--- src/hdl/pat_config.svh ---
`ifndef PAT_CONFIG_SVH
`define PAT_CONFIG_SVH

// ==================================================
// datapath widths
// ==================================================
`define PAT_I_WIDTH         20 // one instruction word
`define PAT_D_WIDTH         8  // acc, field and memory words
`define PAT_FIELDP_WIDTH    5  // field pointer
`define PAT_BUFP_WIDTH      3  // buffer pointer

// ==================================================
// data memory and field timing
// ==================================================
`define PAT_DMEM_ADR_WIDTH  4
`define PAT_DMEM_DEPTH      16
`define PAT_FIELD_LATENCY   4  // cycles from field read to field write

// ==================================================
// encodings
// ==================================================
`define PAT_INSTR_NOP       20'h06ff5 // i0 nop, cond always, fieldp 0
`define PAT_PREFIX          4'b1111   // escape into the next class down

// condition codes, code 3 behaves as always
`define PAT_COND_AL         2'd0
`define PAT_COND_Z          2'd1
`define PAT_COND_N          2'd2

`endif

--- src/hdl/pat_pkg.sv ---
`include "pat_config.svh"

package pat_pkg;

	// ==================================================
	// vector types
	// ==================================================

	// fieldp | cond | field_op | i8 opcode | imm8
	typedef logic [`PAT_I_WIDTH-1:0] instr_t;

	typedef logic [`PAT_D_WIDTH-1:0] data_t; // acc / field / dmem word

	typedef logic [`PAT_FIELDP_WIDTH-1:0] fieldp_t;

	typedef logic [`PAT_BUFP_WIDTH-1:0] bufp_t;

	typedef logic [`PAT_DMEM_ADR_WIDTH-1:0] dmem_adr_t;

	typedef logic [1:0] cond_t; // al / z / n

	// ==================================================
	// alu operation
	// ==================================================
	typedef enum logic [3:0]
	{
		alu_or,
		alu_and,
		alu_not,    // ignores b
		alu_add,
		alu_sub,    // a - b
		alu_shl,    // shifts take b[2:0]
		alu_shlo,   // shift left, ones in from the bottom
		alu_shr,
		alu_asr,
		alu_pass_b  // loads and the idle case
	} alu_op_e;

	// ==================================================
	// decoded control of one instruction
	// ==================================================
	typedef struct packed
	{
		alu_op_e alu_op;
		cond_t   cond;
		logic    field_op;   // op works on the field, not acc
		logic    dest_acc;
		logic    dest_field;
		logic    dest_dmem;  // stm
		logic    src_imm;    // ldi, result is alu_b
		logic    src_in;     // in, result is i_inputs
		logic    op_mov;     // ldba or ldab, by field_op
		logic    op_test;
		logic    op_out;
		logic    op_setb;
	} ctrl_t;

endpackage

--- src/hdl/pat_alu.sv ---
`timescale 1ns/1ps

module pat_alu
(
	input  pat_pkg::data_t  i_a,
	input  pat_pkg::data_t  i_b,
	input  pat_pkg::alu_op_e i_op,
	output pat_pkg::data_t  o_y
);

	logic [2:0]     shamt;     // shift distance
	pat_pkg::data_t ones_mask; // low shamt bits set, for shlo

	assign shamt = i_b[2:0];
	assign ones_mask = ~({$bits(pat_pkg::data_t){1'b1}} << shamt);

	// ==================================================
	// operation select
	// ==================================================
	always_comb
	begin
		case (i_op)
			pat_pkg::alu_or:
				o_y = i_a | i_b;
			pat_pkg::alu_and:
				o_y = i_a & i_b;
			pat_pkg::alu_not:
				o_y = ~i_a;
			pat_pkg::alu_add:
				o_y = i_a + i_b;      // carry out dropped
			pat_pkg::alu_sub:
				o_y = i_a - i_b;
			pat_pkg::alu_shl:
				o_y = i_a << shamt;
			pat_pkg::alu_shlo:
				o_y = (i_a << shamt) | ones_mask;
			pat_pkg::alu_shr:
				o_y = i_a >> shamt;   // logical
			pat_pkg::alu_asr:
				o_y = pat_pkg::data_t'($signed(i_a) >>> shamt); // sign fill
			default:
				o_y = i_b;            // pass b, ldm
		endcase
	end

endmodule

--- src/hdl/pat_data_mem.sv ---
`timescale 1ns/1ps
`include "pat_config.svh"

module pat_data_mem
(
	input  logic               clk,
	input  pat_pkg::dmem_adr_t i_radr,
	input  pat_pkg::dmem_adr_t i_wadr,
	input  logic               i_we,
	input  pat_pkg::data_t     i_wdata,
	output pat_pkg::data_t     o_rdata
);

	pat_pkg::data_t mem [`PAT_DMEM_DEPTH]; // unknown until first stm

	// read is combinational, decode registers it
	assign o_rdata = mem[i_radr];

	always_ff @(posedge clk)
	begin
		if (i_we)
			mem[i_wadr] <= i_wdata;
	end

endmodule

--- src/hdl/pat_decode.sv ---
`timescale 1ns/1ps
`include "pat_config.svh"

module pat_decode
(
	input  logic               clk,
	input  logic               reset,
	input  pat_pkg::instr_t    i_instruction,
	input  logic               i_field_sel,     // 1 = high half
	input  pat_pkg::data_t     i_field_in_low,
	input  pat_pkg::data_t     i_field_in_high,
	input  pat_pkg::data_t     i_dmem_rdata,
	output pat_pkg::dmem_adr_t o_dmem_radr,
	output pat_pkg::ctrl_t     o_ctrl,
	output pat_pkg::data_t     o_alu_b,
	output pat_pkg::data_t     o_field_value,
	output pat_pkg::data_t     o_imm,
	output pat_pkg::fieldp_t   o_fieldp,
	output pat_pkg::fieldp_t   o_fieldwp
);

	pat_pkg::instr_t  instr_q;    // stage 1 instruction register
	pat_pkg::fieldp_t fieldp_next;
	pat_pkg::cond_t   cond;
	logic             field_op;
	logic [3:0]       op8;
	logic [7:0]       imm8;
	logic             is_i8, is_i3;
	logic             dest_reg;   // result goes to acc or field
	logic             src_dmem;   // b operand comes from memory
	pat_pkg::data_t   imm_next;
	pat_pkg::ctrl_t   ctrl_next;
	pat_pkg::fieldp_t fieldp_hist [`PAT_FIELD_LATENCY];

	assign {fieldp_next, cond, field_op, op8, imm8} = instr_q;

	// class decode, i3 and i0 both escape through the prefix
	assign is_i8 = (op8 != `PAT_PREFIX);
	assign is_i3 = !is_i8 && (imm8[7:4] != `PAT_PREFIX);

	// i3 keeps bit 3 too, setb uses it as the half select
	assign imm_next = is_i8 ? imm8 : {4'b0000, imm8[3:0]};

	assign o_dmem_radr = imm8[`PAT_DMEM_ADR_WIDTH-1:0]; // async read, sampled below

	// ==================================================
	// opcode decode
	// ==================================================
	always_comb
	begin
		ctrl_next = '0;
		ctrl_next.alu_op = pat_pkg::alu_pass_b;
		ctrl_next.cond = cond;
		ctrl_next.field_op = field_op;
		dest_reg = 1'b0;
		src_dmem = 1'b0;
		if (is_i8)
		begin
			case (op8)
				4'h0: begin ctrl_next.alu_op = pat_pkg::alu_or;  dest_reg = 1'b1; end
				4'h1: begin ctrl_next.alu_op = pat_pkg::alu_and; dest_reg = 1'b1; end
				4'h2: begin ctrl_next.alu_op = pat_pkg::alu_add; dest_reg = 1'b1; src_dmem = 1'b1; end
				4'h3: begin ctrl_next.alu_op = pat_pkg::alu_sub; dest_reg = 1'b1; src_dmem = 1'b1; end
				4'h4: begin ctrl_next.alu_op = pat_pkg::alu_add; dest_reg = 1'b1; end
				4'h5: begin ctrl_next.alu_op = pat_pkg::alu_sub; dest_reg = 1'b1; end
				4'h6: begin ctrl_next.src_imm = 1'b1; dest_reg = 1'b1; end // ldi
				4'h7: begin dest_reg = 1'b1; src_dmem = 1'b1; end          // ldm, pass b
				4'hB: ctrl_next.dest_dmem = 1'b1;                          // stm
				4'hD: begin ctrl_next.alu_op = pat_pkg::alu_or;  dest_reg = 1'b1; src_dmem = 1'b1; end
				4'hE: begin ctrl_next.alu_op = pat_pkg::alu_and; dest_reg = 1'b1; src_dmem = 1'b1; end
				default: ; // branch / call / setsp codes do nothing
			endcase
		end
		else if (is_i3)
		begin
			case (imm8[7:4])
				4'h0: begin ctrl_next.alu_op = pat_pkg::alu_shl;  dest_reg = 1'b1; end
				4'h1: begin ctrl_next.alu_op = pat_pkg::alu_shlo; dest_reg = 1'b1; end
				4'h2: begin ctrl_next.alu_op = pat_pkg::alu_shr;  dest_reg = 1'b1; end
				4'h3: begin ctrl_next.alu_op = pat_pkg::alu_asr;  dest_reg = 1'b1; end
				4'h5: begin ctrl_next.src_in = 1'b1; dest_reg = 1'b1; end // in
				4'h8: ctrl_next.op_out = 1'b1;
				4'h9: ctrl_next.op_setb = 1'b1;
				default: ;
			endcase
		end
		else
		begin
			case (imm8[3:0])
				4'h0: begin ctrl_next.alu_op = pat_pkg::alu_not; dest_reg = 1'b1; end
				4'h1: begin ctrl_next.op_mov = 1'b1; dest_reg = 1'b1; end
				4'h2: ctrl_next.op_test = 1'b1;
				default: ; // nop and return / sp codes
			endcase
		end
		ctrl_next.dest_acc = dest_reg && !field_op;
		ctrl_next.dest_field = dest_reg && field_op;
	end

	// ==================================================
	// pipeline registers
	// ==================================================
	always_ff @(posedge clk)
	begin
		if (reset)
		begin
			instr_q <= `PAT_INSTR_NOP;
			o_ctrl <= '0; // all dests clear, nothing commits
			o_fieldp <= '0;
			o_fieldwp <= '0;
			for (int i = 0; i < `PAT_FIELD_LATENCY; i++)
				fieldp_hist[i] <= '0;
		end
		else
		begin
			instr_q <= i_instruction;
			o_ctrl <= ctrl_next;
			o_fieldp <= fieldp_next;
			fieldp_hist[0] <= o_fieldp;
			for (int i = 1; i < `PAT_FIELD_LATENCY; i++)
				fieldp_hist[i] <= fieldp_hist[i-1];
			o_fieldwp <= fieldp_hist[`PAT_FIELD_LATENCY-1]; // latency+1 behind o_fieldp
		end
	end

	// operands, no reset needed
	always_ff @(posedge clk)
	begin
		o_alu_b <= src_dmem ? i_dmem_rdata : imm_next;
		o_field_value <= i_field_sel ? i_field_in_high : i_field_in_low;
		o_imm <= imm_next;
	end

	// one destination per instruction, commit relies on it
	assert property (@(posedge clk) disable iff (reset)
		$onehot0({o_ctrl.dest_acc, o_ctrl.dest_field, o_ctrl.dest_dmem}));

endmodule

--- src/hdl/pat_commit.sv ---
`timescale 1ns/1ps
`include "pat_config.svh"

module pat_commit
(
	input  logic               clk,
	input  logic               reset,
	input  pat_pkg::ctrl_t     i_ctrl,
	input  pat_pkg::data_t     i_alu_b,
	input  pat_pkg::data_t     i_field_value,
	input  pat_pkg::data_t     i_imm,
	input  pat_pkg::data_t     i_acc_y,
	input  pat_pkg::data_t     i_field_y,
	input  pat_pkg::data_t     i_inputs,
	output pat_pkg::data_t     o_acc,
	output logic               o_field_sel,      // 1 = high half
	output logic               o_dmem_we,
	output pat_pkg::dmem_adr_t o_dmem_wadr,
	output pat_pkg::data_t     o_dmem_wdata,
	output pat_pkg::data_t     o_field_out,
	output logic               o_field_write_en_low,
	output logic               o_field_write_en_high,
	output pat_pkg::bufp_t     o_bufp,
	output pat_pkg::data_t     o_outputs
);

	logic           z, n;         // flags, set only by test
	logic           cond_ok;
	pat_pkg::data_t acc_result;
	pat_pkg::data_t field_result;

	// ==================================================
	// condition and result select
	// ==================================================
	always_comb
	begin
		case (i_ctrl.cond)
			`PAT_COND_Z: cond_ok = z;
			`PAT_COND_N: cond_ok = n;
			default:     cond_ok = 1'b1; // al, and code 3
		endcase
	end

	assign acc_result = i_ctrl.src_imm ? i_alu_b : i_ctrl.src_in ? i_inputs : i_acc_y;
	assign field_result = i_ctrl.src_imm ? i_alu_b : i_ctrl.src_in ? i_inputs : i_field_y;

	// memory write lands on the commit edge itself
	assign o_dmem_we = cond_ok && i_ctrl.dest_dmem;
	assign o_dmem_wadr = i_imm[`PAT_DMEM_ADR_WIDTH-1:0];
	assign o_dmem_wdata = i_ctrl.field_op ? i_field_value : o_acc;

	// ==================================================
	// architectural state
	// ==================================================
	always_ff @(posedge clk)
	begin
		if (reset)
		begin
			o_acc <= '0;
			z <= 1'b0;
			n <= 1'b0;
			o_field_sel <= 1'b0;
			o_bufp <= '0;
			o_outputs <= '0;
			o_field_out <= '0;
			o_field_write_en_low <= 1'b0;
			o_field_write_en_high <= 1'b0;
		end
		else
		begin
			o_field_write_en_low <= 1'b0;  // enables pulse for one cycle
			o_field_write_en_high <= 1'b0;
			if (cond_ok)
			begin
				if (i_ctrl.dest_acc)
					o_acc <= i_ctrl.op_mov ? i_field_value : acc_result; // ldba
				if (i_ctrl.dest_field)
				begin
					o_field_out <= i_ctrl.op_mov ? o_acc : field_result; // ldab
					o_field_write_en_high <= o_field_sel;
					o_field_write_en_low <= !o_field_sel;
				end
				if (i_ctrl.op_test)
				begin
					z <= i_ctrl.field_op ? (i_field_value == '0) : (o_acc == '0);
					n <= i_ctrl.field_op ? i_field_value[$bits(pat_pkg::data_t)-1] :
						o_acc[$bits(pat_pkg::data_t)-1];
				end
				if (i_ctrl.op_out)
					o_outputs <= o_acc;
				if (i_ctrl.op_setb)
				begin
					o_bufp <= i_imm[2:0];
					o_field_sel <= i_imm[3];
				end
			end
		end
	end

	// only one half of the field buffer is written at a time
	assert property (@(posedge clk) disable iff (reset)
		!(o_field_write_en_low && o_field_write_en_high));

endmodule

--- src/hdl/pat_core.sv ---
`timescale 1ns/1ps

module pat_core
(
	input  logic             clk,
	input  logic             reset,
	input  pat_pkg::instr_t  i_instruction,   // one per clock, no fetch
	input  pat_pkg::data_t   i_field_in_low,
	input  pat_pkg::data_t   i_field_in_high,
	input  pat_pkg::data_t   i_inputs,
	output pat_pkg::fieldp_t o_fieldp,
	output pat_pkg::fieldp_t o_fieldwp,
	output pat_pkg::bufp_t   o_bufp,
	output pat_pkg::data_t   o_field_out,
	output logic             o_field_write_en_low,
	output logic             o_field_write_en_high,
	output pat_pkg::data_t   o_outputs
);

	pat_pkg::ctrl_t     ctrl;
	pat_pkg::data_t     alu_b, field_value, imm;
	pat_pkg::data_t     acc, acc_y, field_y;
	logic               field_sel;
	pat_pkg::dmem_adr_t dmem_radr, dmem_wadr;
	pat_pkg::data_t     dmem_rdata, dmem_wdata;
	logic               dmem_we;

	// ==================================================
	// stage 1, decode and operand fetch
	// ==================================================
	pat_decode u_decode (.clk(clk), .reset(reset), .i_instruction(i_instruction),
		.i_field_sel(field_sel), .i_field_in_low(i_field_in_low),
		.i_field_in_high(i_field_in_high), .i_dmem_rdata(dmem_rdata),
		.o_dmem_radr(dmem_radr), .o_ctrl(ctrl), .o_alu_b(alu_b),
		.o_field_value(field_value), .o_imm(imm), .o_fieldp(o_fieldp),
		.o_fieldwp(o_fieldwp));

	pat_data_mem u_dmem (.clk(clk), .i_radr(dmem_radr), .i_wadr(dmem_wadr),
		.i_we(dmem_we), .i_wdata(dmem_wdata), .o_rdata(dmem_rdata));

	// ==================================================
	// stage 2, alus and commit
	// ==================================================
	// separate alus so neither needs an a-input mux
	pat_alu acc_alu (.i_a(acc), .i_b(alu_b), .i_op(ctrl.alu_op), .o_y(acc_y));

	pat_alu field_alu (.i_a(field_value), .i_b(alu_b), .i_op(ctrl.alu_op), .o_y(field_y));

	pat_commit u_commit (.clk(clk), .reset(reset), .i_ctrl(ctrl), .i_alu_b(alu_b),
		.i_field_value(field_value), .i_imm(imm), .i_acc_y(acc_y),
		.i_field_y(field_y), .i_inputs(i_inputs), .o_acc(acc),
		.o_field_sel(field_sel), .o_dmem_we(dmem_we), .o_dmem_wadr(dmem_wadr),
		.o_dmem_wdata(dmem_wdata), .o_field_out(o_field_out),
		.o_field_write_en_low(o_field_write_en_low),
		.o_field_write_en_high(o_field_write_en_high),
		.o_bufp(o_bufp), .o_outputs(o_outputs));

endmodule

--- config.mk ---
export PLATFORM = sky130hd
export DESIGN_NAME = pat_core
export DESIGN_NICKNAME = d
export VERILOG_FILES = /design/src/hdl/pat_pkg.sv /design/src/hdl/pat_alu.sv /design/src/hdl/pat_data_mem.sv /design/src/hdl/pat_decode.sv /design/src/hdl/pat_commit.sv /design/src/hdl/pat_core.sv
export VERILOG_INCLUDE_DIRS = /design/src /design/src/hdl
export SDC_FILE = /design/constraint.sdc
export NUM_CORES = 1
export LEC_CHECK = 0
export ABC_AREA = 0
export BUFFER_PORTS_ARGS = -buffer_cell sky130_fd_sc_hd__buf_2
export CORE_MARGIN = 2
export CORE_UTILIZATION = 55
export DETAILED_ROUTE_END_ITERATION = 8
export HOLD_SLACK_MARGIN = 0.12
export PLACE_DENSITY = 0.72
export REMOVE_ABC_BUFFERS = 1
export SYNTH_ARGS = -nofsm -noshare
export SYNTH_HDL_FRONTEND = slang
export SYNTH_HIERARCHICAL = 1
export SYNTH_SLANG_ARGS = --single-unit
--- constraint.sdc ---
create_clock -name clk -period 4.78 [get_ports clk]
set_input_delay 1.195 -clock clk [delete_from_list [all_inputs] [get_ports clk]]
set_output_delay 1.195 -clock clk [all_outputs]
set_load 0.03 [all_outputs]
== Word-level counts from Yosys, hierarchy flattened ==
Memories as Yosys holds them, arrays and structs flattened. A register that Yosys moved wholly into a read port is not among the register bits.
Cells that the tools add are included.
W data, S select, Z words.
Operators by class
  add/sub/neg operators: 4
  equal/unequal tests: 30
  shift-type cells: 7
  mux-type cells: 44
  bitwise logic cells: 17
  reduce and logical (&&, ||, !) cells: 30
Operator list (number)
  $pmux W8 S9: 2
  $mux W8: 10
  $eq A4 B3 Y1 const B: 9
  $or A8 B8 Y8: 4
  $pmux W4 S4: 2
  $eq A4 B2 Y1 const B: 7
  $eq A4 B4 Y1 const B: 6
  $not A8 Y8: 3
  $mux W1: 21
  $mux W5: 4
  $add A8 B8 Y8: 2
  $and A8 B8 Y8: 2
  $eq A4 B1 Y1 const B: 4
  $logic_not A4 Y1: 4
  $logic_not A8 Y1: 2
  $mux W4: 4
  $shl A8 B3 Y8: 2
  $shr A8 B3 Y8: 2
  $sshr A8 B3 Y8: 2
  $sub A8 B8 Y8: 2
  $reduce_or A2 Y1: 6
  $reduce_and A2 Y1: 5
  $reduce_or A10 Y1: 1
  $reduce_or A5 Y1: 2
  10 further kinds: 24
Storage, ports and cells
  register bits after elaboration: 93
  memory bits (writable): 148
  bits of input ports: 46
  word-level logic and storage cells: 160
  memories: 2
Memories
  u_dmem.mem: depth 16, bits a word 8, read ports 1, clocked after Yosys merged registers in 1, wr ports 1, RTL line pat_data_mem.sv:14  | pat_pkg::data_t mem [`PAT_DMEM_DEPTH];
  u_decode.fieldp_hist: depth 4, bits a word 5, read ports 4, clocked after Yosys merged registers in 1, wr ports 4, RTL line pat_decode.sv:33  | pat_pkg::fieldp_t fieldp_hist [`PAT_FIELD_LATENCY];

== Logic depth before layout (Yosys ltp) ==
Gate-level depths: netlist (run 1).
  word-level depth: 7
  depth in mapped cells: 17
  depth with buffers taken out: 15

== By module ==
The synthesis (run 1) kept the hierarchy.
Modules (own cells, without submodules)
  pat_data_mem: instances 1, cells each 221, area each 4987.3 um^2, seq. area each 3843.7 um^2
  pat_alu: instances 2, cells each 234, area each 1615.3 um^2, seq. area each 0.0 um^2
  pat_decode: instances 1, cells each 236, area each 2795.2 um^2, seq. area each 1801.7 um^2
  pat_commit: instances 1, cells each 224, area each 1840.5 um^2, seq. area each 640.6 um^2

== Worst setup path before layout (run 1) ==
Ideal clock, no wire load.
  path type: flip-flop to flip-flop
  start: reg u_decode.o_alu_b[1]
  end: reg u_commit.o_acc[6]
  setup time: 0.091 ns
  arrival: 3.102 ns
  required time: 4.689 ns
  setup slack: 1.587 ns
  stages on the path, launching flop included: 17
  cell sequence: dfxtp_1 > buf_2 > buf_2 > inv_2 > ha_1 > inv_1 > ha_1 > mux2i_1 > ha_1 > nor2b_1 > o31a_1 > o21a_1 > or3_1 > a31oi_1 > nor2b_1 > o211ai_1 > a311oi_1
Between the ends
  longest elaborated chain between the ends: 7
  elaborated cells on any way between the ends: 12
  those cells by class: add/sub: 2; shift: 4; mux: 4; bitwise: 2
Ends and longest elaborated chain
  start, declared: RTL line pat_decode.sv:15  | output pat_pkg::data_t o_alu_b,
  start signal, assigned: RTL line pat_decode.sv:129  | o_alu_b <= src_dmem ? i_dmem_rdata : imm_next;
  parallel branches: the longest is 3 deep, another holds $sub A8 B8 Y8
  $pmux W8 S9 (*): RTL line pat_alu.sv:22  | case (i_op)
  net acc_y[6]: RTL line pat_core.sv:22  | pat_pkg::data_t acc, acc_y, field_y;
  $mux W8 (*) (2 in series): RTL line pat_commit.sv:44  | assign acc_result = i_ctrl.src_imm ? i_alu_b : i_ctrl.src_in ? i_inputs : i_acc_y;
  $mux W8 (*): RTL line pat_commit.sv:76  | o_acc <= i_ctrl.op_mov ? i_field_value : acc_result;
  end signal, assigned: RTL line pat_commit.sv:76
  end, declared: RTL line pat_commit.sv:15  | output pat_pkg::data_t o_acc,
Mark *: on every way through the listed nets, which the timed path passes.
A chain may end at the register's enable or synchronous reset.

== Worst setup path after layout (run 1) ==
  start: reg u_decode/o_ctrl[12] (netlist name)
  end: reg u_commit.o_acc[6]
Between the ends
  longest elaborated chain between the ends: 5
  elaborated cells on any way between the ends: 13
  those cells by class: eq/ne: 8; mux: 4; reduce/logical: 1
Ends and longest elaborated chain
  start, declared: RTL line pat_decode.sv:14  | output pat_pkg::ctrl_t o_ctrl,
  start signal, assigned: RTL line pat_decode.sv:117  | o_ctrl <= ctrl_next;
  $eq A4 B4 Y1 (tied with other cells): RTL line pat_alu.sv:22
  $pmux W8 S9 (*): RTL line pat_alu.sv:22
  net acc_y[6]: RTL line pat_core.sv:22
  $mux W8 (*) (2 in series): RTL line pat_commit.sv:44
  $mux W8 (*): RTL line pat_commit.sv:76
Mark *: on every way through the listed nets, which the timed path passes. The rest lies on a longest branch.

==> results.sh, run 1 <==
export IMPL_min_period_over_period=0.742
export IMPL_worst_hold_slack_ns=0.430
export IMPL_clock_fmax_mhz=282
export IMPL_synth_warnings=6
export IMPL_route_detailed_drc=0
export IMPL_detailedRoute_firstIterationViolations=1108
export IMPL_worst_case_clock_buffer_depth=3
export IMPL_cts_post_setup_buffers_inserted=0
export IMPL_power_per_cell_area_nw_per_um2=364
export IMPL_timing_critical_path_slowest_cell_delay_ns=0.96
export IMPL_grt_setup_unrepaired="no"
export IMPL_status="complete, no violations"
export IMPL_mappedNetlistArea_um2=12800
export IMPL_cts_hold_buffers_added=0
export IMPL_worstHoldPathCells=1
export IMPL_drtPass1Iterations=5
export IMPL_cp_arrival_ns=3.93
export IMPL_ant_cells=0
export IMPL_cts_tree="yes"
export IMPL_number_of_antenna_violations_at_the_first_check_in_global_routing=0
export IMPL_timing_max_transition_violations_final=0
export IMPL_areaGrowthSynthToFinish_pct=9.08
export IMPL_post_drt_via_cell_ratio=6.47
export IMPL_maxCapViolations=0
export IMPL_worst_setup_path_start_kind="flop"
export IMPL_numClockSinks=246
export IMPL_postRouteAntennaNets=0
export IMPL_fp_dieArea_um2=24500
export IMPL_via_count=9601
export IMPL_die_x_um=156
export IMPL_final_common_cell="edfxtp_1"
export IMPL_start_util=0.562
export IMPL_max_slew_margin_rel=0.247
export IMPL_worstRegToRegCells=9
export IMPL_grt_total_usage=0.269
export IMPL_global_route_overflow_total=0
export IMPL_layout_common_cells="edfxtp_1 (128), dfxtp_1 (114), buf_2 (76), nand2_1 (75), a21oi_1 (74)"
export IMPL_setup_tns_final_ns=0
export IMPL_clock_latency_reported_for_the_late_side_of_the_worst_skew_pair_ns=0.54
export IMPL_drive_above_1_share=0.185
export IMPL_power_static_leakage_nw=5.05
export IMPL_htree_levels=1
export IMPL_clock_skew_final_ns=0.0108
export IMPL_critical_path_most_common_cell="a311oi_1"
export IMPL_crit_type="flop to flop"
export IMPL_floorplan_die_height_um=156
export IMPL_cts_reportedPaths_clkPinSlew_ns=0.06
export IMPL_setup_violations_final=0
export IMPL_final_hold_violation_count=0
export IMPL_place_congestion=0.957
export IMPL_timing_critical_path_cells="buf_4, and4bb_1, a2bb2oi_1, a311oi_1, a2111oi_0, a31oi_1, nor2b_1, o211ai_1, a311oi_1"
export IMPL_numCtsBuffers=25
export IMPL_num_rows=55
export IMPL_root_buf_cell="clkbuf_16"
export IMPL_grt_pass1_vias=8969
export IMPL_post_synth_inst_count=1145
export IMPL_required_ns=5.16
export IMPL_io_buffers=76
export IMPL_design_core_area_um2=22700
export IMPL_min_delay_path_class="flop to flop"
export IMPL_grt_pass1_wl_um=50800
export IMPL_design_portCount=77
export IMPL_wl_um=33000
export IMPL_synth_avg_cell_area_um2=11.2
export IMPL_peakVddDrop_mv=0.342
export IMPL_critPathCaptureType="flop"
export IMPL_final_nets=1258
export IMPL_post_dp_hpwl_um=22100
export IMPL_timing_critical_path_slowest_stage_cell="dfxtp_1"
export IMPL_detail_route_wl_per_cell_um=22.2
export IMPL_cts_repair_resized=0
export IMPL_path_max_fanout=20
export IMPL_tightest_pin_transition_ns=1.12
export IMPL_post_route_min_period_ns=3.55
export IMPL_largest_net_degree_at_the_start_of_global_routing=59
[path summary, 6_finish.rpt]
path	from	endpoint	slack, ns
worst min-delay path	u_decode/instr_q[17]	u_decode/o_fieldp[2]	0.43
worst max-delay path	u_decode/o_ctrl[12]	u_commit/o_acc[6]	1.23
worst max register to register	u_decode/o_ctrl[12]	u_commit/o_acc[6]	1.23
worst min register to register	u_decode/instr_q[17]	u_decode/o_fieldp[2]	0.43
[sequential cells by signal, summed over array words and instances, names as in the netlist]
register                        cells
u_commit/n                          1
u_commit/o_acc                      8
u_commit/o_bufp                     3
u_commit/o_field_out                8
u_commit/o_field_sel                1
u_commit/o_field_write_en_high      1
u_commit/o_field_write_en_low       1
u_commit/o_outputs                  8
u_commit/z                          1
u_decode/fieldp_hist               20
u_decode/instr_q                   20
u_decode/o_alu_b                    8
u_decode/o_ctrl                    16
u_decode/o_field_value              8
u_decode/o_fieldp                   5
u_decode/o_fieldwp                  5
u_decode/o_imm                      4
u_dmem/mem                        128
[critical path: cells and delay by family, from the launching register on]
kind,cells,cell delay (ns)
flip-flops,1,0.96
AO/OA/AOI/OAI,6,1.62
AND/OR/NAND/NOR,2,0.47
buffers and inverters,1,0.33
[layer usage]
layer,global-route usage,share of wire,vias to the layer above
met2,0.446,0.48,490
li1,-,-,4374
met4,0.0795,0.028,0
met1,0.370,0.42,4657
met3,0.0385,0.078,80
met5,0,0,-
[power breakdown]
part           internal (mW)  leakage [nW]  switching (mW)
logic                  0.381          2.56           0.481
registers               2.28          2.14           0.146
clock network          0.985         0.349           0.796
total                   3.65          5.05            1.42
[area by class of cell]
| class | count | area (µm²) |
|---|---|---|
| Clock inverter | 10 | 71.3 |
| Sequential cell | 246 | 6210 |
| Fill cell | 1802 | 8780 |
| Clock buffer | 36 | 671 |
| Inverter | 23 | 86.3 |
| Multi-Input combinational cell | 790 | 6010 |
| Tap cell | 285 | 357 |
| Timing Repair Buffer | 94 | 528 |
[stage by stage]
stage / setup WS [ns] / util / std cells / power (mW) / area (µm²)
2_1_floorplan: 0.750 / - / 1059 / 3.02 / 12300
5_1_grt: 1.06 / 0.614 / 1484 / 5.27 / 13900
4_1_cts: 1.29 / 0.614 / 1484 / 5.08 / 13900
3_3_place_gp: 1.34 / 0.581 / 1438 / 3.30 / 13200
6_report: 1.23 / 0.614 / 1484 / 5.07 / 13900
3_5_place_dp: 1.29 / 0.581 / 1438 / 3.31 / 13200
No activity file was read; power rests on OpenSTA's default activity.
==> run 2: changes to the inputs <==
==> constraint.sdc (replaced) <==
create_clock -name clk -period 3.6 [get_ports clk]
set_input_delay 0.9 -clock clk [delete_from_list [all_inputs] [get_ports clk]]
set_output_delay 0.9 -clock clk [all_outputs]
set_load 0.03 [all_outputs]
==> run 2 against run 1 <==
Effect of this change:
- first-iteration DRC count is 3.4% lower
- wire length is 1.3% higher
- register-to-register slack worse by 0.80 ns
- worst setup slack worse by 0.80 ns
- global-route usage is 0.56 points higher
- largest power group unchanged
==> results.sh, run 2 (synthesis gave the netlist of run 1 again) <==
export IMPL_pwr_share_clk=0.365
export IMPL_floorplan_die_height_um=156
export IMPL_peakVddDrop_mv=0.455
export IMPL_max_slew_margin_rel=0.378
export IMPL_detailedRoute_firstIterationViolations=1070
export IMPL_sw_frac_of_total=0.280
export IMPL_clock_fmax_mhz=316
export IMPL_min_period_over_period=0.880
export IMPL_ant_cells=0
export IMPL_place_congestion=0.955
export IMPL_setup_violations_final=0
export IMPL_critPathCaptureType="flop"
export IMPL_worst_setup_path_start_kind="flop"
export IMPL_grt_setup_unrepaired="no"
export IMPL_io_buffers=76
export IMPL_die_x_um=156
export IMPL_largest_net_degree_at_the_start_of_global_routing=58
export IMPL_min_delay_path_class="flop to flop"
export IMPL_grt_total_usage=0.275
export IMPL_worstPathBufferInverterCount=2
export IMPL_critical_path_most_common_cell="ha_1"
export IMPL_seq_power_share=0.460
export IMPL_global_route_overflow_total=0
export IMPL_timing_critical_path_slowest_stage_cell="dfxtp_2"
export IMPL_timing_max_transition_violations_final=0
export IMPL_post_drt_via_cell_ratio=6.36
export IMPL_cts_repair_resized=0
export IMPL_drtPass1Iterations=5
export IMPL_timing_critical_path_slowest_cell_delay_ns=0.42
export IMPL_relative_contribution_of_combinational_cells_to_total_power=0.175
export IMPL_grt_pass1_vias=9004
export IMPL_num_rows=55
export IMPL_crit_type="flop to flop"
export IMPL_wl_um=33400
export IMPL_cts_tree="yes"
export IMPL_final_common_cell="edfxtp_1"
export IMPL_required_ns=4.05
export IMPL_numClockSinks=246
export IMPL_grt_pass1_wl_um=51700
export IMPL_post_dp_hpwl_um=23000
export IMPL_switchingPower_mw=1.93
export IMPL_via_count=9558
export IMPL_finish_instance_area_um2=14100
export IMPL_maxCapViolations=0
export IMPL_clock_skew_final_ns=0.00913
export IMPL_fill_cells=1826
export IMPL_design_portCount=77
export IMPL_path_delay_family="compound AO/OA/AOI/OAI gates"
export IMPL_tightest_pin_transition_ns=0.932
export IMPL_path_max_fanout=9
export IMPL_timing_critical_path_cells="inv_2, ha_1, inv_1, ha_1, mux2i_1, ha_1, nor2b_1, o31a_1, o21a_1, or3_1, a31oi_1, nor2b_1, o211ai_1, a311oi_1"
export IMPL_detail_route_wl_per_cell_um=22.2
export IMPL_multiInputGateArea_um2=6010
export IMPL_start_util=0.562
export IMPL_placed_cell_area_um2=13300
export IMPL_largest_register_ffs=128
export IMPL_final_nets=1276
export IMPL_fp_dieArea_um2=24500
export IMPL_numCtsBuffers=26
export IMPL_drive_above_1_share=0.202
export IMPL_areaGrowthSynthToFinish_pct=10.5
export IMPL_power_static_leakage_nw=5.19
export IMPL_number_of_antenna_violations_at_the_first_check_in_global_routing=1
export IMPL_regMostFlops="u_dmem/mem"
export IMPL_layout_top_registers="u_dmem/mem: 128 flops, u_decode/fieldp_hist: 20 flops, u_decode/instr_q: 20 flops"
export IMPL_cellInternalPower_mw=4.97
export IMPL_clock_latency_reported_for_the_late_side_of_the_worst_skew_pair_ns=0.54
export IMPL_root_buf_cell="clkbuf_16"
export IMPL_post_route_min_period_ns=3.17
export IMPL_htree_levels=1
export IMPL_power_per_cell_area_nw_per_um2=489
export IMPL_cts_post_setup_buffers_inserted=0
export IMPL_design_core_area_um2=22700
export IMPL_area_sequential_um2=6210
export IMPL_status="complete, no violations"
export IMPL_layout_common_cells="edfxtp_1 (128), dfxtp_1 (114), buf_2 (76), nand2_1 (75), a21oi_1 (74)"
export IMPL_cts_hold_buffers_added=0
export IMPL_worst_case_clock_buffer_depth=3
export IMPL_setup_tns_final_ns=0
export IMPL_postRouteAntennaNets=0
export IMPL_final_hold_violation_count=0
export IMPL_cp_arrival_ns=3.61
export IMPL_route_detailed_drc=0
export IMPL_cts_reportedPaths_clkPinSlew_ns=0.07
run 2: worst paths after layout:
path                            cells past startpoint  slack (ns)                          to                        from
worst min register to register                      1        0.43  u_decode/fieldp_hist[3][0]  u_decode/fieldp_hist[2][0]
worst max register to register                     14        0.43           u_commit/o_acc[6]         u_decode/o_alu_b[0]
worst max-delay path                               14        0.43           u_commit/o_acc[6]         u_decode/o_alu_b[0]
worst min-delay path                                1        0.43  u_decode/fieldp_hist[3][0]  u_decode/fieldp_hist[2][0]
run 2: final cells by class:
cell class | instances | share of cell area
clock buffers | 31 | 0.0503
clock inverters | 17 | 0.00735
inverters | 23 | 0.00611
multi-input cells | 790 | 0.426
flip-flops and latches | 246 | 0.440
well taps | 285 | 0.0253
repair buffers | 111 | 0.0455
run 2: worst reg2reg max path, stage by stage, from the launching register on:
cell and delay (ns):
dfxtp_2 0.42, inv_2 0.14, ha_1 0.21, inv_1 0.05
ha_1 0.22, mux2i_1 0.14, ha_1 0.29, nor2b_1 0.17
o31a_1 0.26, o21a_1 0.18, or3_1 0.33, a31oi_1 0.15
nor2b_1 0.14, o211ai_1 0.10, a311oi_1 0.28
run 2: power groups by stage:
stage	Sequential (mW)	Clock (mW)	Combinational, mW
2_1_floorplan	3.25	0	0.755
3_3_place_gp	3.23	0	1.17
3_5_place_dp	3.23	0	1.18
4_1_cts	3.17	2.58	1.19
5_1_grt	3.18	2.67	1.31
6_report	3.17	2.52	1.21
run 2: through the flow:
| stage | util | instances | setup WS, ns | hold slack (ns) | power (mW) |
|---|---|---|---|---|---|
| after detailed placement | 0.586 | 1455 | 0.462 | 0.420 | 4.41 |
| after global routing | 0.622 | 1503 | 0.156 | 0.449 | 7.17 |
| final | 0.622 | 1503 | 0.431 | 0.432 | 6.90 |
| after floorplan | - | 1059 | -0.430 | 0.403 | 4.01 |
| after global placement | 0.586 | 1455 | 0.513 | 0.417 | 4.40 |
| after CTS | 0.622 | 1503 | 0.458 | 0.435 | 6.93 |
run 2: metal layers:
layer	routed length [µm]	global-route usage
met5	0	0
met2	16100	0.463
met1	13900	0.370
met3	2550	0.0410
met4	894	0.0826
==> run 3: changes to the inputs <==
--- a/config.mk
+++ b/config.mk
@@ -13,7 +13,6 @@
 export DETAILED_ROUTE_END_ITERATION = 8
 export HOLD_SLACK_MARGIN = 0.12
 export PLACE_DENSITY = 0.72
-export REMOVE_ABC_BUFFERS = 1
 export SYNTH_ARGS = -nofsm -noshare
 export SYNTH_HDL_FRONTEND = slang
 export SYNTH_HIERARCHICAL = 1
==> run 3 against run 2 <==
Effect of this change:
- worst setup slack worse by 0.033 ns
- critical path depth down 3
- clock-buffer cell count up 2
- utilization up 0.19 points
- hold slack worse by 0.0010 ns
- non-clock buffer count down 3
- clock skew up 0.0040 ns
- total power up 2.7%
- design area up 0.30%
- critical endpoint unchanged
- largest cell class unchanged
==> results.sh, run 3 (synthesis gave the netlist of run 1 again) <==
export IMPL_design_portCount=77
export IMPL_fill_cells=1796
export IMPL_cts_repair_resized=0
export IMPL_setup_violations_final=0
export IMPL_detail_route_wl_per_cell_um=21.8
export IMPL_report_power_total_mw=7.09
export IMPL_design_core_area_um2=22700
export IMPL_status="complete, no violations"
export IMPL_postRouteAntennaNets=0
export IMPL_route_detailed_drc=0
export IMPL_timing_critical_path_slowest_cell_delay_ns=0.49
export IMPL_timing_critical_path_slowest_stage_cell="nor4b_4"
export IMPL_post_route_min_period_ns=3.20
export IMPL_timing_max_transition_violations_final=0
export IMPL_reg2reg_slack_ns=0.40
export IMPL_final_common_cell="edfxtp_1"
export IMPL_drtPass1Iterations=8
export IMPL_peakVddDrop_mv=0.458
export IMPL_numCtsBuffers=25
export IMPL_cp_arrival_ns=3.65
export IMPL_worstRegToRegCells=11
export IMPL_cts_tree="yes"
export IMPL_critical_path_most_common_cell="nor2b_1"
export IMPL_detailedRoute_firstIterationViolations=1244
export IMPL_crit_type="flop to flop"
export IMPL_capturing_instance_or_port_of_the_critical_path="u_commit/o_acc[6]"
export IMPL_global_route_overflow_total=0
export IMPL_postSynthNetCount=1223
export IMPL_wl_um=32700
export IMPL_grt_total_usage=0.269
export IMPL_critPathCaptureType="flop"
export IMPL_post_drt_via_cell_ratio=6.39
export IMPL_final_nets=1272
export IMPL_clock_latency_reported_for_the_late_side_of_the_worst_skew_pair_ns=0.55
export IMPL_floorplan_die_height_um=156
export IMPL_clock_fmax_mhz=312
export IMPL_io_buffers=76
export IMPL_layout_top_registers="u_dmem/mem: 128 flops, u_decode/fieldp_hist: 20 flops, u_decode/instr_q: 20 flops"
export IMPL_path_max_fanout=9
export IMPL_finalNonFillerCells=1498
export IMPL_timing_critical_path_cells="nor4b_4, mux2i_1, ha_1, nor2b_1, o31a_1, o21a_1, or3_1, a31oi_1, nor2b_1, o211ai_1, a311oi_1"
export IMPL_cts_reportedPaths_clkPinSlew_ns=0.06
export IMPL_power_per_cell_area_nw_per_um2=500
export IMPL_start_util=0.562
export IMPL_numClockSinks=246
export IMPL_final_hold_violation_count=0
export IMPL_num_rows=55
export IMPL_placed_cell_area_um2=13300
export IMPL_crit_path_start="u_decode/o_ctrl[15]"
export IMPL_largest_net_degree_at_the_start_of_global_routing=54
export IMPL_via_count=9576
export IMPL_cts_post_setup_buffers_inserted=0
export IMPL_finish_utilization=0.624
export IMPL_place_congestion=0.983
export IMPL_worst_setup_path_start_kind="flop"
export IMPL_htree_levels=1
export IMPL_min_period_over_period=0.889
export IMPL_cts_hold_buffers_added=0
export IMPL_tightest_pin_transition_ns=0.930
export IMPL_worst_case_clock_buffer_depth=3
export IMPL_root_buf_cell="clkbuf_16"
export IMPL_grt_pass1_vias=9114
export IMPL_fp_dieArea_um2=24500
export IMPL_setup_tns_final_ns=0
export IMPL_rr_endpoint="u_commit/o_acc[6]"
export IMPL_die_x_um=156
export IMPL_dp_cells=1452
export IMPL_ant_cells=0
export IMPL_maxCapViolations=0
export IMPL_finish_instance_area_um2=14200
export IMPL_max_slew_margin_rel=0.378
export IMPL_min_delay_path_class="flop to flop"
export IMPL_grt_setup_unrepaired="no"
export IMPL_regMostFlops="u_dmem/mem"
export IMPL_post_dp_hpwl_um=22000
export IMPL_largest_register_ffs=128
export IMPL_drive_above_1_share=0.204
export IMPL_required_ns=4.05
export IMPL_regToRegStartpoint="u_decode/o_ctrl[15]"
export IMPL_grt_pass1_wl_um=50900
export IMPL_power_static_leakage_nw=5.21
export IMPL_number_of_antenna_violations_at_the_first_check_in_global_routing=0
export IMPL_areaGrowthSynthToFinish_pct=10.9
export IMPL_layout_common_cells="edfxtp_1 (128), dfxtp_1 (114), buf_2 (76), nand2_1 (75), a21oi_1 (74)"
export IMPL_clock_skew_final_ns=0.0132
run 3: worst max-delay path: cells and delay by family, from the launching register on:
| kind | cells | cell delay (ns) |
|---|---|---|
| flops | 1 | 0.44 |
| simple gates | 4 | 1.13 |
| compound gates | 5 | 0.98 |
| mux | 1 | 0.26 |
| fa+ha+maj | 1 | 0.30 |
run 3: worst min-delay path by stage:
stage,cells past startpoint,endpoint,slack (ns),start
after floorplan,0,u_decode/o_imm[0],0.38,u_decode/instr_q[0]
after global placement,1,u_decode/o_fieldp[4],0.42,u_decode/instr_q[19]
after detailed placement,1,u_decode/fieldp_hist[3][0],0.42,u_decode/fieldp_hist[2][0]
after CTS,1,u_decode/fieldp_hist[3][3],0.44,u_decode/fieldp_hist[2][3]
after global routing,1,u_decode/fieldp_hist[1][4],0.45,u_decode/fieldp_hist[0][4]
final,1,u_decode/fieldp_hist[1][2],0.43,u_decode/fieldp_hist[0][2]
run 3: per-layer routing:
| metal | vias to the layer above | share of wire | routed length, µm | track usage |
|---|---|---|---|---|
| met5 | - | 0 | 0 | 0 |
| met4 | 0 | 0.036 | 1170 | 0.104 |
| met3 | 82 | 0.080 | 2620 | 0.0482 |
| met2 | 442 | 0.47 | 15400 | 0.427 |
| met1 | 4635 | 0.41 | 13400 | 0.371 |
| li1 | 4417 | - | - | - |
run 3: through the flow:
| stage | setup slack (ns) | hold slack [ns] |
|---|---|---|
| 6_report | 0.398 | 0.431 |
| 5_1_grt | 0.165 | 0.450 |
| 4_1_cts | 0.425 | 0.439 |
| 3_5_place_dp | 0.446 | 0.421 |
| 3_3_place_gp | 0.518 | 0.417 |
| 2_1_floorplan | 0.407 | 0.379 |
run 3: layout make-up:
| class | instances | area, µm² | area share |
|---|---|---|---|
| inverters | 23 | 86.3 | 0.00610 |
| clock buffers | 33 | 738 | 0.0521 |
| repair buffers | 108 | 621 | 0.0438 |
| multi-input cells | 790 | 6010 | 0.424 |
| clock inverters | 13 | 141 | 0.00998 |
| well taps | 285 | 357 | 0.0252 |
| flip-flops and latches | 246 | 6210 | 0.439 |
run 3: power breakdown:
group	leakage, nW	internal (mW)	switching, mW
clock network	0.439	1.60	1.11
logic	2.62	0.519	0.676
registers	2.14	3.03	0.152
